<file path="config.mk">
export PLATFORM = sky130hd
export DESIGN_NAME = snd_adpcm_top
export DESIGN_NICKNAME = d
export VERILOG_FILES = /design/src/hdl/snd_audio_pkg.sv /design/src/hdl/snd_rom_pkg.sv /design/src/hdl/adpcm_fetch.sv /design/src/hdl/pcm_fifo.sv /design/src/hdl/pcm_out.sv /design/src/hdl/snd_adpcm_top.sv
export VERILOG_INCLUDE_DIRS = /design/src /design/src/hdl
export SDC_FILE = /design/constraint.sdc
export NUM_CORES = 1
export LEC_CHECK = 0
export ABC_AREA = 1
export BUFFER_PORTS_ARGS = -buffer_cell sky130_fd_sc_hd__buf_2
export CAP_MARGIN = 5
export CORE_UTILIZATION = 39
export DETAILED_ROUTE_END_ITERATION = 10
export PLACE_DENSITY_LB_ADDON = 0.05
export SETUP_SLACK_MARGIN = 0.15
export SLEW_MARGIN = 15
export SYNTH_ARGS = -nofsm -noshare
export SYNTH_HDL_FRONTEND = slang
export SYNTH_SLANG_ARGS = --single-unit
</file>
<file path="constraint.sdc">
create_clock -name clk -period 7.73 [get_ports clk]
set_input_delay 1.1595 -clock clk [delete_from_list [all_inputs] [get_ports clk]]
set_output_delay 1.1595 -clock clk [all_outputs]
set_load 0.01 [all_outputs]
</file>
<file path="src/hdl/snd_cfg.svh">
// Sound subsystem configuration macros
// Bus widths, FIFO depth, phrase size, sample rate and ADPCM step limits
`ifndef SND_CFG_SVH
`define SND_CFG_SVH

// Sample ROM address width
`define SND_ROM_AW       18
// Signed PCM sample width
`define SND_PCM_W        12
// Sample FIFO entries
`define SND_FIFO_DEPTH   8
// Bytes per phrase, also the phrase stride in ROM
`define SND_PHRASE_BYTES 16
// Clock cycles between sample enables
`define SND_SAMPLE_DIV   12
// Step size at phrase start
`define SND_STEP_INIT    4
// Step size ceiling
`define SND_STEP_MAX     64

`endif

</file>
<file path="src/hdl/snd_audio_pkg.sv">
// Audio side types
// PCM sample, ADPCM code, step size and fetch FSM states
`default_nettype none
`include "snd_cfg.svh"

package snd_audio_pkg;

    // Signed PCM level
    typedef logic signed [`SND_PCM_W-1:0] pcm_t;

    // Sign in bit 3 and magnitude in bits 2..0
    typedef logic [3:0] adpcm_code_t;

    // Wide enough to hold the step ceiling
    typedef logic [$clog2(`SND_STEP_MAX + 1)-1:0] step_t;

    // Fetch FSM
    // Two decode states, one per nibble of the ROM byte
    typedef enum logic [2:0] {
        idle,
        request,
        wait_data,
        decode_hi,
        decode_lo
    } fetch_state_e;

endpackage

`default_nettype wire

</file>
<file path="src/hdl/snd_rom_pkg.sv">
// Sample ROM bus types and sound latch command
`default_nettype none
`include "snd_cfg.svh"

package snd_rom_pkg;

    // Byte address into the sample ROM
    typedef logic [`SND_ROM_AW-1:0] rom_addr_t;

    // One ROM byte, two ADPCM codes
    typedef logic [7:0] rom_byte_t;

    // Latch command, zero stops and n plays phrase n
    typedef logic [7:0] snd_cmd_t;

    // Request side of the ROM bus
    typedef struct packed {
        logic      cs;
        rom_addr_t addr;
    } rom_req_t;

endpackage

`default_nettype wire

</file>
<file path="src/hdl/adpcm_fetch.sv">
// ADPCM phrase fetch and decode
// ROM byte requests, nibble decode with step adaptation, FIFO push
`timescale 1ns/1ps
`default_nettype none
`include "snd_cfg.svh"

module adpcm_fetch
    import snd_audio_pkg::*, snd_rom_pkg::*;
(
    input  wire            clk,
    input  wire            arst_n,
    // Sound latch from main CPU
    input  wire snd_cmd_t  snd_latch,
    input  wire            snd_latch_wr,
    // Sample ROM
    output rom_req_t       rom_req,
    input  wire rom_byte_t rom_data,
    input  wire            rom_ok,
    // Sample FIFO write side
    input  wire            full,
    output logic           push,
    output pcm_t           push_data,
    output logic           flush
);

    localparam int    PHRASE_BYTES = `SND_PHRASE_BYTES;
    localparam int    CNT_W        = $clog2(PHRASE_BYTES);
    localparam int    SUM_W        = `SND_PCM_W + 2;
    localparam pcm_t  PCM_MAX      = pcm_t'({1'b0, {(`SND_PCM_W - 1){1'b1}}});
    localparam pcm_t  PCM_MIN      = pcm_t'({1'b1, {(`SND_PCM_W - 1){1'b0}}});
    localparam step_t STEP_INIT    = step_t'(`SND_STEP_INIT);
    localparam step_t STEP_MAX     = step_t'(`SND_STEP_MAX);

    fetch_state_e            state;
    logic                    cs;
    rom_addr_t               addr;
    logic [CNT_W-1:0]        byte_cnt;
    rom_byte_t               data_q;
    pcm_t                    sample_q;
    step_t                   step_q;

    logic                    decoding;
    adpcm_code_t             code;
    logic [2:0]              mag;
    logic [9:0]              diff;
    logic signed [SUM_W-1:0] sum;
    logic [7:0]              step_x2;
    step_t                   step_nxt;

    assign rom_req = '{cs: cs, addr: addr};

    // Every latch write empties the FIFO, stop or restart
    assign flush = snd_latch_wr;

    // Push straight from the decoder, stalled by a full FIFO
    assign decoding = (state == decode_hi) || (state == decode_lo);
    assign push     = decoding && !full;

    // High nibble first
    assign code = (state == decode_hi) ? data_q[7:4] : data_q[3:0];
    assign mag  = code[2:0];

    // Step times magnitude, 448 at most
    assign diff = 10'(step_q) * 10'(mag);
    assign sum  = code[3] ? SUM_W'(sample_q) - SUM_W'(diff)
                          : SUM_W'(sample_q) + SUM_W'(diff);

    // Saturate to the PCM range
    always_comb begin
        if (sum > SUM_W'(PCM_MAX)) begin
            push_data = PCM_MAX;
        end else if (sum < SUM_W'(PCM_MIN)) begin
            push_data = PCM_MIN;
        end else begin
            push_data = pcm_t'(sum);
        end
    end

    // Step adaptation
    // Large codes double the step, small ones halve it
    assign step_x2 = {1'b0, step_q} << 1;

    always_comb begin
        step_nxt = step_q;
        if (mag >= 3'd6) begin
            step_nxt = (step_x2 > 8'(STEP_MAX)) ? STEP_MAX : step_t'(step_x2);
        end else if (mag <= 3'd1) begin
            step_nxt = (step_q > step_t'(1)) ? step_q >> 1 : step_t'(1);
        end
    end

    always_ff @(posedge clk or negedge arst_n) begin
        if (!arst_n) begin
            state    <= idle;
            cs       <= 1'b0;
            addr     <= '0;
            byte_cnt <= '0;
            sample_q <= '0;
            step_q   <= STEP_INIT;
        end else if (snd_latch_wr) begin
            // Phrase n starts at n times the stride
            cs       <= 1'b0;
            addr     <= rom_addr_t'(snd_latch) * rom_addr_t'(PHRASE_BYTES);
            byte_cnt <= '0;
            sample_q <= '0;
            step_q   <= STEP_INIT;
            state    <= (snd_latch != '0) ? request : idle;
        end else begin
            case (state)
                request: begin
                    cs    <= 1'b1;
                    state <= wait_data;
                end
                wait_data: begin
                    // Hold cs and addr until the ROM answers
                    if (cs && rom_ok) begin
                        cs    <= 1'b0;
                        state <= decode_hi;
                    end
                end
                decode_hi: begin
                    if (!full) begin
                        sample_q <= push_data;
                        step_q   <= step_nxt;
                        state    <= decode_lo;
                    end
                end
                decode_lo: begin
                    if (!full) begin
                        sample_q <= push_data;
                        step_q   <= step_nxt;
                        // Last byte of the phrase
                        if (byte_cnt == CNT_W'(PHRASE_BYTES - 1)) begin
                            state <= idle;
                        end else begin
                            addr     <= addr + 1'b1;
                            byte_cnt <= byte_cnt + 1'b1;
                            state    <= request;
                        end
                    end
                end
                default: state <= idle;
            endcase
        end
    end

    // ROM byte, taken when cs and rom_ok meet
    always_ff @(posedge clk) begin
        if (state == wait_data && cs && rom_ok) begin
            data_q <= rom_data;
        end
    end

    // ROM address held for the whole pending request
    a_addr_stable: assert property (@(posedge clk) disable iff (!arst_n)
        (rom_req.cs && !rom_ok && !snd_latch_wr) |=> $stable(rom_req.addr));

endmodule

`default_nettype wire

</file>
<file path="src/hdl/pcm_fifo.sv">
// Synchronous PCM sample FIFO
// Circular buffer with count, single-cycle flush and occupancy checks
`timescale 1ns/1ps
`default_nettype none
`include "snd_cfg.svh"

module pcm_fifo
    import snd_audio_pkg::*;
(
    input  wire       clk,
    input  wire       arst_n,
    // Write side
    input  wire       push,
    input  wire pcm_t push_data,
    // Read side
    input  wire       pop,
    output pcm_t      pop_data,
    // Control and status
    input  wire       flush,
    output logic      full,
    output logic      empty
);

    localparam int DEPTH = `SND_FIFO_DEPTH;
    localparam int PTR_W = $clog2(DEPTH);
    localparam int CNT_W = $clog2(DEPTH + 1);

    pcm_t             mem [DEPTH];
    logic [PTR_W-1:0] wr_ptr;
    logic [PTR_W-1:0] rd_ptr;
    logic [CNT_W-1:0] count;
    logic             do_push;
    logic             do_pop;

    assign full  = (count == CNT_W'(DEPTH));
    assign empty = (count == '0);

    // Guard against overrun and underrun
    assign do_push = push && !full;
    assign do_pop  = pop && !empty;

    // Head of queue, one cycle after the push
    assign pop_data = mem[rd_ptr];

    always_ff @(posedge clk) begin
        if (do_push) begin
            mem[wr_ptr] <= push_data;
        end
    end

    always_ff @(posedge clk or negedge arst_n) begin
        if (!arst_n) begin
            wr_ptr <= '0;
            rd_ptr <= '0;
            count  <= '0;
        end else if (flush) begin
            // Flush wins over push and pop
            wr_ptr <= '0;
            rd_ptr <= '0;
            count  <= '0;
        end else begin
            if (do_push) begin
                wr_ptr <= (wr_ptr == PTR_W'(DEPTH - 1)) ? '0 : wr_ptr + 1'b1;
            end
            if (do_pop) begin
                rd_ptr <= (rd_ptr == PTR_W'(DEPTH - 1)) ? '0 : rd_ptr + 1'b1;
            end
            case ({do_push, do_pop})
                2'b10:   count <= count + 1'b1;
                2'b01:   count <= count - 1'b1;
                default: count <= count;
            endcase
        end
    end

    // Producer must respect full, consumer must respect empty
    a_no_overflow: assert property (@(posedge clk) disable iff (!arst_n)
        !(push && full));
    a_no_underflow: assert property (@(posedge clk) disable iff (!arst_n)
        !(pop && empty));

endmodule

`default_nettype wire

</file>
<file path="src/hdl/pcm_out.sv">
// PCM output stage
// Sample-rate divider, FIFO pop and held output level
`timescale 1ns/1ps
`default_nettype none
`include "snd_cfg.svh"

module pcm_out
    import snd_audio_pkg::*;
(
    input  wire       clk,
    input  wire       arst_n,
    // FIFO read side
    input  wire       empty,
    output logic      pop,
    input  wire pcm_t pop_data,
    input  wire       flush,
    // Audio output
    output pcm_t      pcm,
    output logic      sample
);

    localparam int DIV   = `SND_SAMPLE_DIV;
    localparam int DIV_W = $clog2(DIV);

    logic [DIV_W-1:0] div_cnt;
    logic             cen;

    // Sample enable once every DIV cycles
    assign cen = (div_cnt == DIV_W'(DIV - 1));

    // No pop on an empty FIFO or during flush
    assign pop = cen && !empty && !flush;

    // Free-running divider
    always_ff @(posedge clk or negedge arst_n) begin
        if (!arst_n) begin
            div_cnt <= '0;
        end else if (cen) begin
            div_cnt <= '0;
        end else begin
            div_cnt <= div_cnt + 1'b1;
        end
    end

    // Level held between samples and on underrun
    always_ff @(posedge clk or negedge arst_n) begin
        if (!arst_n) begin
            pcm    <= '0;
            sample <= 1'b0;
        end else if (flush) begin
            pcm    <= '0;
            sample <= 1'b0;
        end else begin
            sample <= pop;
            if (pop) begin
                pcm <= pop_data;
            end
        end
    end

endmodule

`default_nettype wire

</file>
<file path="src/hdl/snd_adpcm_top.sv">
// ADPCM sample playback top level
// Fetch/decode, sample FIFO and output stage
`timescale 1ns/1ps
`default_nettype none

module snd_adpcm_top
    import snd_audio_pkg::*, snd_rom_pkg::*;
(
    input  wire            clk,
    input  wire            arst_n,
    // Sound latch from main CPU
    input  wire snd_cmd_t  snd_latch,
    input  wire            snd_latch_wr,
    // Sample ROM
    output rom_req_t       rom_req,
    input  wire rom_byte_t rom_data,
    input  wire            rom_ok,
    // Sound output
    output pcm_t           pcm,
    output logic           sample
);

    // Decoder to FIFO
    logic push;
    pcm_t push_data;
    logic flush;
    logic full;
    // FIFO to output stage
    logic empty;
    logic pop;
    pcm_t pop_data;

    adpcm_fetch u_fetch (
        .clk          ( clk          ),
        .arst_n       ( arst_n       ),
        .snd_latch    ( snd_latch    ),
        .snd_latch_wr ( snd_latch_wr ),
        .rom_req      ( rom_req      ),
        .rom_data     ( rom_data     ),
        .rom_ok       ( rom_ok       ),
        .full         ( full         ),
        .push         ( push         ),
        .push_data    ( push_data    ),
        .flush        ( flush        )
    );

    pcm_fifo u_fifo (
        .clk       ( clk       ),
        .arst_n    ( arst_n    ),
        .push      ( push      ),
        .push_data ( push_data ),
        .pop       ( pop       ),
        .pop_data  ( pop_data  ),
        .flush     ( flush     ),
        .full      ( full      ),
        .empty     ( empty     )
    );

    pcm_out u_out (
        .clk      ( clk      ),
        .arst_n   ( arst_n   ),
        .empty    ( empty    ),
        .pop      ( pop      ),
        .pop_data ( pop_data ),
        .flush    ( flush    ),
        .pcm      ( pcm      ),
        .sample   ( sample   )
    );

endmodule

`default_nettype wire

</file>
Yosys cells after proc, flatten, opt, wreduce, memory -nomap -nowiden:

Memory sizes are Yosys's and may differ from the RTL's.
Cells that the tools add are included.

* bits in latches: 0
* bits in writable memories: 96
* memories kept: 1
* flip-flop bits (word level): 80
* word-level logic and storage cells: 120
* bits in read-only memories: 0
* output and inout bits: 32
* input bits: 20

Memory list
* u_fifo.mem: words 8, bits a word 12, read ports 1, clocked after memory_dff 0, write ports 1, line pcm_fifo.sv:28 `pcm_t mem [DEPTH];`

* reduce and logical (&&, ||, !) cells: 28
* $add $sub $neg: 9
* equal/unequal tests: 16
* divide/modulo/power cells: 0
* mux-type cells: 46
* multipliers: 1
* shift-type cells: 0
* $lt $le $gt $ge: 6
* bitwise gates (word level): 0

Operators by type and width (count)
* $mux 12: 7
* $mux 18: 4
* $mux 7: 6
* $mux 3: 10
* $mux 4: 7
* $add 18x1->18 const B: 1
* $gt 14x12->1 const B: 1
* $lt 14x12->1 const B: 1
* $mux 14: 1
* $add 12x11->13: 1
* $sub 12x11->13: 1
* $add 4x1->4 const B: 3
* $eq 4x4->1 const B: 3
* $pmux 3 s4: 1
* $mul 7x3->10: 1
* $reduce_bool 2->1: 5
* $eq 3x3->1 const B: 3
* $reduce_and 3->1: 3
* $reduce_bool 3->1: 3
* $gt 8x7->1 const B: 1
* $logic_and 1x1->1: 8
* $pmux 4 s2: 1
* $reduce_bool 8->1: 1
* $gt 7x1->1 const B: 1
* 19 further kinds: 32

Logic depth before layout (Yosys ltp):

* depth after elaboration: 11
* gate-level depth with buffers: 32
* gate-level depth less buffers: 31

Hierarchy:

A second synthesis with hierarchy kept.

* cells, all modules: 992
* area total of the unflattened synthesis: 9261.4 µm²

Modules (own cells, without submodules)
* pcm_fifo: cells each 370, area each 4394.2 µm², seq. area each 3133.0 µm², instances 1
* adpcm_fetch: cells each 549, area each 4131.5 µm², seq. area each 1367.6 µm², instances 1
* pcm_out: cells each 73, area each 735.7 µm², seq. area each 425.4 µm², instances 1

Worst setup path after synthesis:

No wires, ideal clock.

* kind: register to register
* start point: register u_fetch.state[2]
* end point: memory u_fifo.mem[0][10] (netlist bit), data pin
* buffers on the path: 1
* setup slack: 2992 ps
* stages on the path, launching flop included: 28
* data arrival time: 4467 ps
* period minus slack after synthesis: 4738 ps
* data required time: 7458 ps
* setup time: 272 ps
* cells stage by stage: dfrtp_1 -> inv_1 -> nand3_4 -> o21ai_1 -> nand2_1 -> fa_1 -> inv_1 -> ha_1 -> fa_1 -> nand3_1 -> nand2_1 -> nand2_1 -> nand2_2 -> nor4_1 -> nand4_1 -> nand2_1 -> xor2_1 -> ha_1 -> a21o_1 -> inv_1 -> o21ai_0 -> a21oi_1 -> nand2_1 -> inv_1 -> nand3_1 -> nand3b_2 -> buf_6 -> nand2_2

* longest elaborated chain between the ends: 8
* elaborated cells on any way between the ends: 10
* those cells by class: add/sub (2); mul (1); order compare (2); eq/ne (1); mux (4)

Ends and longest elaborated chain
* start, declared: line adpcm_fetch.sv:34 `fetch_state_e state;`
* start signal, assigned: line adpcm_fetch.sv:94 `state <= idle;`
* start signal, assigned: line adpcm_fetch.sv:107 `state <= (snd_latch != '0) ? request : idle;`
* start signal, assigned: line adpcm_fetch.sv:112 `state <= wait_data;`
* $eq 3x2->1 *: line adpcm_fetch.sv:60 `assign code = (state == decode_hi) ? data_q[7:4] : data_q[3:0];`
* $mux 4 *: line adpcm_fetch.sv:60
* $mul 7x3->10: line adpcm_fetch.sv:64 `assign diff = 10'(step_q) * 10'(mag);`
* $add 12x11->13 / $sub 12x11->13 (equally long branches): line adpcm_fetch.sv:66, adpcm_fetch.sv:65
* $mux 14 *: line adpcm_fetch.sv:65 `assign sum = code[3] ? SUM_W'(sample_q) - SUM_W'(diff)`
* $lt 14x12->1: line adpcm_fetch.sv:72 `end else if (sum < SUM_W'(PCM_MIN)) begin`
* $mux 12: line adpcm_fetch.sv:72
* $mux 12 *: line adpcm_fetch.sv:70 `if (sum > SUM_W'(PCM_MAX)) begin`
* via push_data[10]: line snd_adpcm_top.sv:25 `pcm_t push_data;`
* end, declared: line pcm_fifo.sv:28

Mark *: on every way through the listed nets, which the timed path passes. The rest lies on a longest branch.

Worst setup path in the final report:

* start point: register u_fetch.state[2]
* end point: memory u_fifo.mem[3][0] (netlist bit), data pin

Same word-level chain as after synthesis.

==> results by group <==
Routing
  • Initial drt markers: 369
  • DRC: 0
  • First drt pass iteration count: 5
  • Post-route ant nets: 0
  • Routed WL: 20.7 mm
  • Wire per inst: 15.8 microns
  • Via/cell ratio: 5.00
  • Vias: 6,555

Placed design
  • Buffers on Ports: 51
  • Gp weighted congestion: 0.825
  • Final HPWL DP: 13.8 mm
  • Placed Area: 9660 sq um
  • Placed Cells incl. Taps: 1,279

STA
  • Tcrit/Tclk final: 71.6%
  • RSZ-0062 raised after global routing: false
  • Final setup fails: 0
  • Tightest Pin Transition: 1.01 ns
  • Hold slack: 0.489 ns
  • Setup TNS: 0 ns
  • Final hold violations: 0
  • Maximum clock frequency: 181 MHz
  • Minimum clock period: 5.54 ns
  • Max Slew Vio Count: 0
  • Slew headroom: 32.4%
  • Clk_skew: 0.0141 ns

Synthesis
  • Synthesized area per cell: 9.68 sq um
  • Top cells by area, synth: edfxtp_1, dfrtp_1, nand2_1
  • Library cells used by synthesis: 50
  • Sequential area share after synthesis: 54.1%
  • Syn nets: 999
  • Top cell type's share of synthesized area: 34.3%
  • Cell taking the most area after synthesis: edfxtp_1
  • Cell area after synthesis: 9100 sq um
  • Post-synth EDFFs: 104
  • Synthesized instance count: 940
  • Ys Warns: 0
  • Post-synthesis async set-or-reset flop share: 40.9%
  • Number of synthesized register bits: 176
  • Primary FF master, synth: edfxtp_1

Layout
  • Fill cell count: 2,232
  • Commonest non-fill, non-tap cell in the layout: nand2_1
  • FF/Latch Area: 4930 sq um
  • Post-Layout Inst Area: 10,200 sq um
  • Most frequent cells in the layout: nand2_1, edfxtp_1, inv_1
  • Nets: 1,044
  • Fin cells: 1,311
  • Footprint of the multi-input gates: 3630 sq um
  • Inserted Diodes: 0
  • Layout cells sized above 1: 15.7%
  • Area Growth Syn to Fin: 12.4%
  • Fin util: 44.9%

Clock tree
  • Worst-path clk slew: 0.07 ns
  • Post-cts gate resize count: 0
  • Root buffer cell: clkbuf_16
  • Worst skew pair latency: 0.44 ns
  • TritonCTS clock tree: built
  • Post-CTS setup buffers: 0
  • # hold bufs at CTS: 0
  • H-tree Lvls: 4
  • Max clock buf depth: 2
  • Clock sinks: 176
  • Total CTS buffers: 17

Setup path
  • Worst-path maximum fanout: 11
  • WS Path Type: reg2reg
  • Critical path startpoint category: flip-flop
  • CP Capture Type: flip-flop
  • CP required: 7.85 ns
  • Crit path DAT: 5.65 ns

Global route
  • Initial antenna violation count: 0
  • Vias in the first global route: 6,394
  • Grt ovf: 0
  • Largest net degree at the start of global routing: 73
  • Total track usage: 18.3%
  • First-pass GRT wire length: 33.8 mm

Die
  • Chip width: 155 microns
  • Core ar.: 22,800 sq um
  • Top Ports: 52
  • Row cnt: 55
  • Starting Density: 40.0%
  • Die Y: 155 microns
  • Die area: 24,000 sq um

Power
  • PwrDens: 331 nW/um^2
  • Static Leak: 4.39 nW
  • Max VDD drop: 0.167 mV

Worst hold path
  • HP Class: reg2reg

Outcome
  • Status: finished, final reports clean

Run
  • Max Cap Violations: 0
==> critical path, stage by stage (launching register included) <==
cell and delay, ns:
dfrtp_1 0.38, inv_1 0.15, nand3_4 0.15, o21ai_1 0.36
nand2_1 0.17, fa_1 0.54, inv_1 0.05, ha_1 0.23
fa_1 0.43, nand3_1 0.16, nand2_1 0.07, nand2_1 0.06
nand2_2 0.08, nor4_1 0.33, nand4_1 0.18, nand2_1 0.11
xor2_1 0.15, ha_1 0.30, a21o_1 0.20, inv_1 0.08
o21ai_0 0.08, a21oi_1 0.12, nand2_1 0.10, inv_1 0.08
nand3_1 0.11, nand3b_2 0.30, nand2_1 0.26
==> cells by family (layout without fill, tap and decap cells) <==
group	count (synthesis)	in the layout	synth area share, %
AND/OR/NAND/NOR	370	370	18.8
AO/OA/AOI/OAI	187	187	12.2
flip-flops	176	176	54.1
buffers and inverters	139	197	6.09
adder cells (fa/ha/maj)	39	39	6.02
XOR/XNOR	29	29	2.79
==> worst paths after layout <==
| path | startpoint | slack (ns) | to | cells past startpoint |
|---|---|---|---|---|
| max | u_fetch.state[2]$_DFFE_PN0P_ | 2.19 | u_fifo.mem[3][0]$_DFFE_PP_ | 26 |
| min | u_out.div_cnt[3]$_DFF_PN0_ | 0.49 | u_out.div_cnt[3]$_DFF_PN0_ | 1 |
| max reg2reg | u_fetch.state[2]$_DFFE_PN0P_ | 2.19 | u_fifo.mem[3][0]$_DFFE_PP_ | 26 |
| min reg2reg | u_out.div_cnt[3]$_DFF_PN0_ | 0.49 | u_out.div_cnt[3]$_DFF_PN0_ | 1 |
| max in group asynchronous | arst_n | 6.21 | u_fetch.sample_q[0]$_DFFE_PN0P_ | 1 |
| min in group asynchronous | arst_n | 0.88 | u_fetch.addr[17]$_DFFE_PN0P_ | 1 |
==> routing by layer <==
metal	part of all wire, %	up-vias	global-route usage [%]
met5	0	-	0
met4	1.4	0	6.27
met3	3.4	22	2.02
met2	47	111	30.7
met1	48	3123	24.6
li1	-	3299	-
==> final cells by class <==
class | instances | share of cell area [%]
clock buffers | 18 | 4.20
clock inverters | 14 | 1.31
flip-flops and latches | 176 | 48.2
multi-input cells | 625 | 35.5
repair buffers | 59 | 3.11
inverters | 106 | 3.89
well taps | 313 | 3.83
==> flip-flops by register name, summed over array words and instances, names as in the netlist <==
register / flops
u_fetch.sample_q: 12
u_out.sample: 1
u_fetch.state: 3
u_fetch.byte_cnt: 4
u_fifo.wr_ptr: 3
u_fifo.mem: 96
u_fifo.rd_ptr: 3
u_out.pcm: 12
u_fetch.addr: 18
u_fifo.count: 4
u_out.div_cnt: 4
u_fetch.cs: 1
u_fetch.data_q: 8
u_fetch.step_q: 7
==> metrics by stage <==
stage | total power [W] | setup slack, ns
finish | 0.00338 | 2.19
global route | 0.00359 | 1.62
CTS | 0.00342 | 2.19
detailed placement | 0.00258 | 2.22
global placement | 0.00258 | 2.36
floorplan | 0.00228 | 2.99
==> report_power, final <==
part	leakage (nW)	switching [W]	internal, W
logic	2.21	0.000811	0.000301
registers	1.90	0.0000455	0.00139
clock network	0.276	0.000402	0.000429
==> synth_stat cells (2+ instances only) <==
master and instances:
nor3_1 7, dfrtp_1 71, clkbuf_1 22, a31oi_1 3, nand2_1 149, a22oi_1 2, nand3_1 49, o221ai_1 12
nor2_4 3, o21ai_0 87, edfxtp_1 104, inv_1 100, nor3_2 3, nand2_4 2, inv_2 5, o211ai_1 14
nor4_1 4, xor2_1 20, buf_4 2, fa_1 8, o32ai_1 2, nand2_2 28, nor2_1 101, buf_6 3
buf_1 4, o21ai_2 3, nor2_2 4, o22ai_1 15, nand3_2 5, a21o_1 2, nand4_1 9, buf_2 2
ha_1 31, a211oi_1 2, a21oi_1 27, o21ai_1 12, xnor2_1 9, a21oi_2 2
Power figures use the tool's default switching activity.
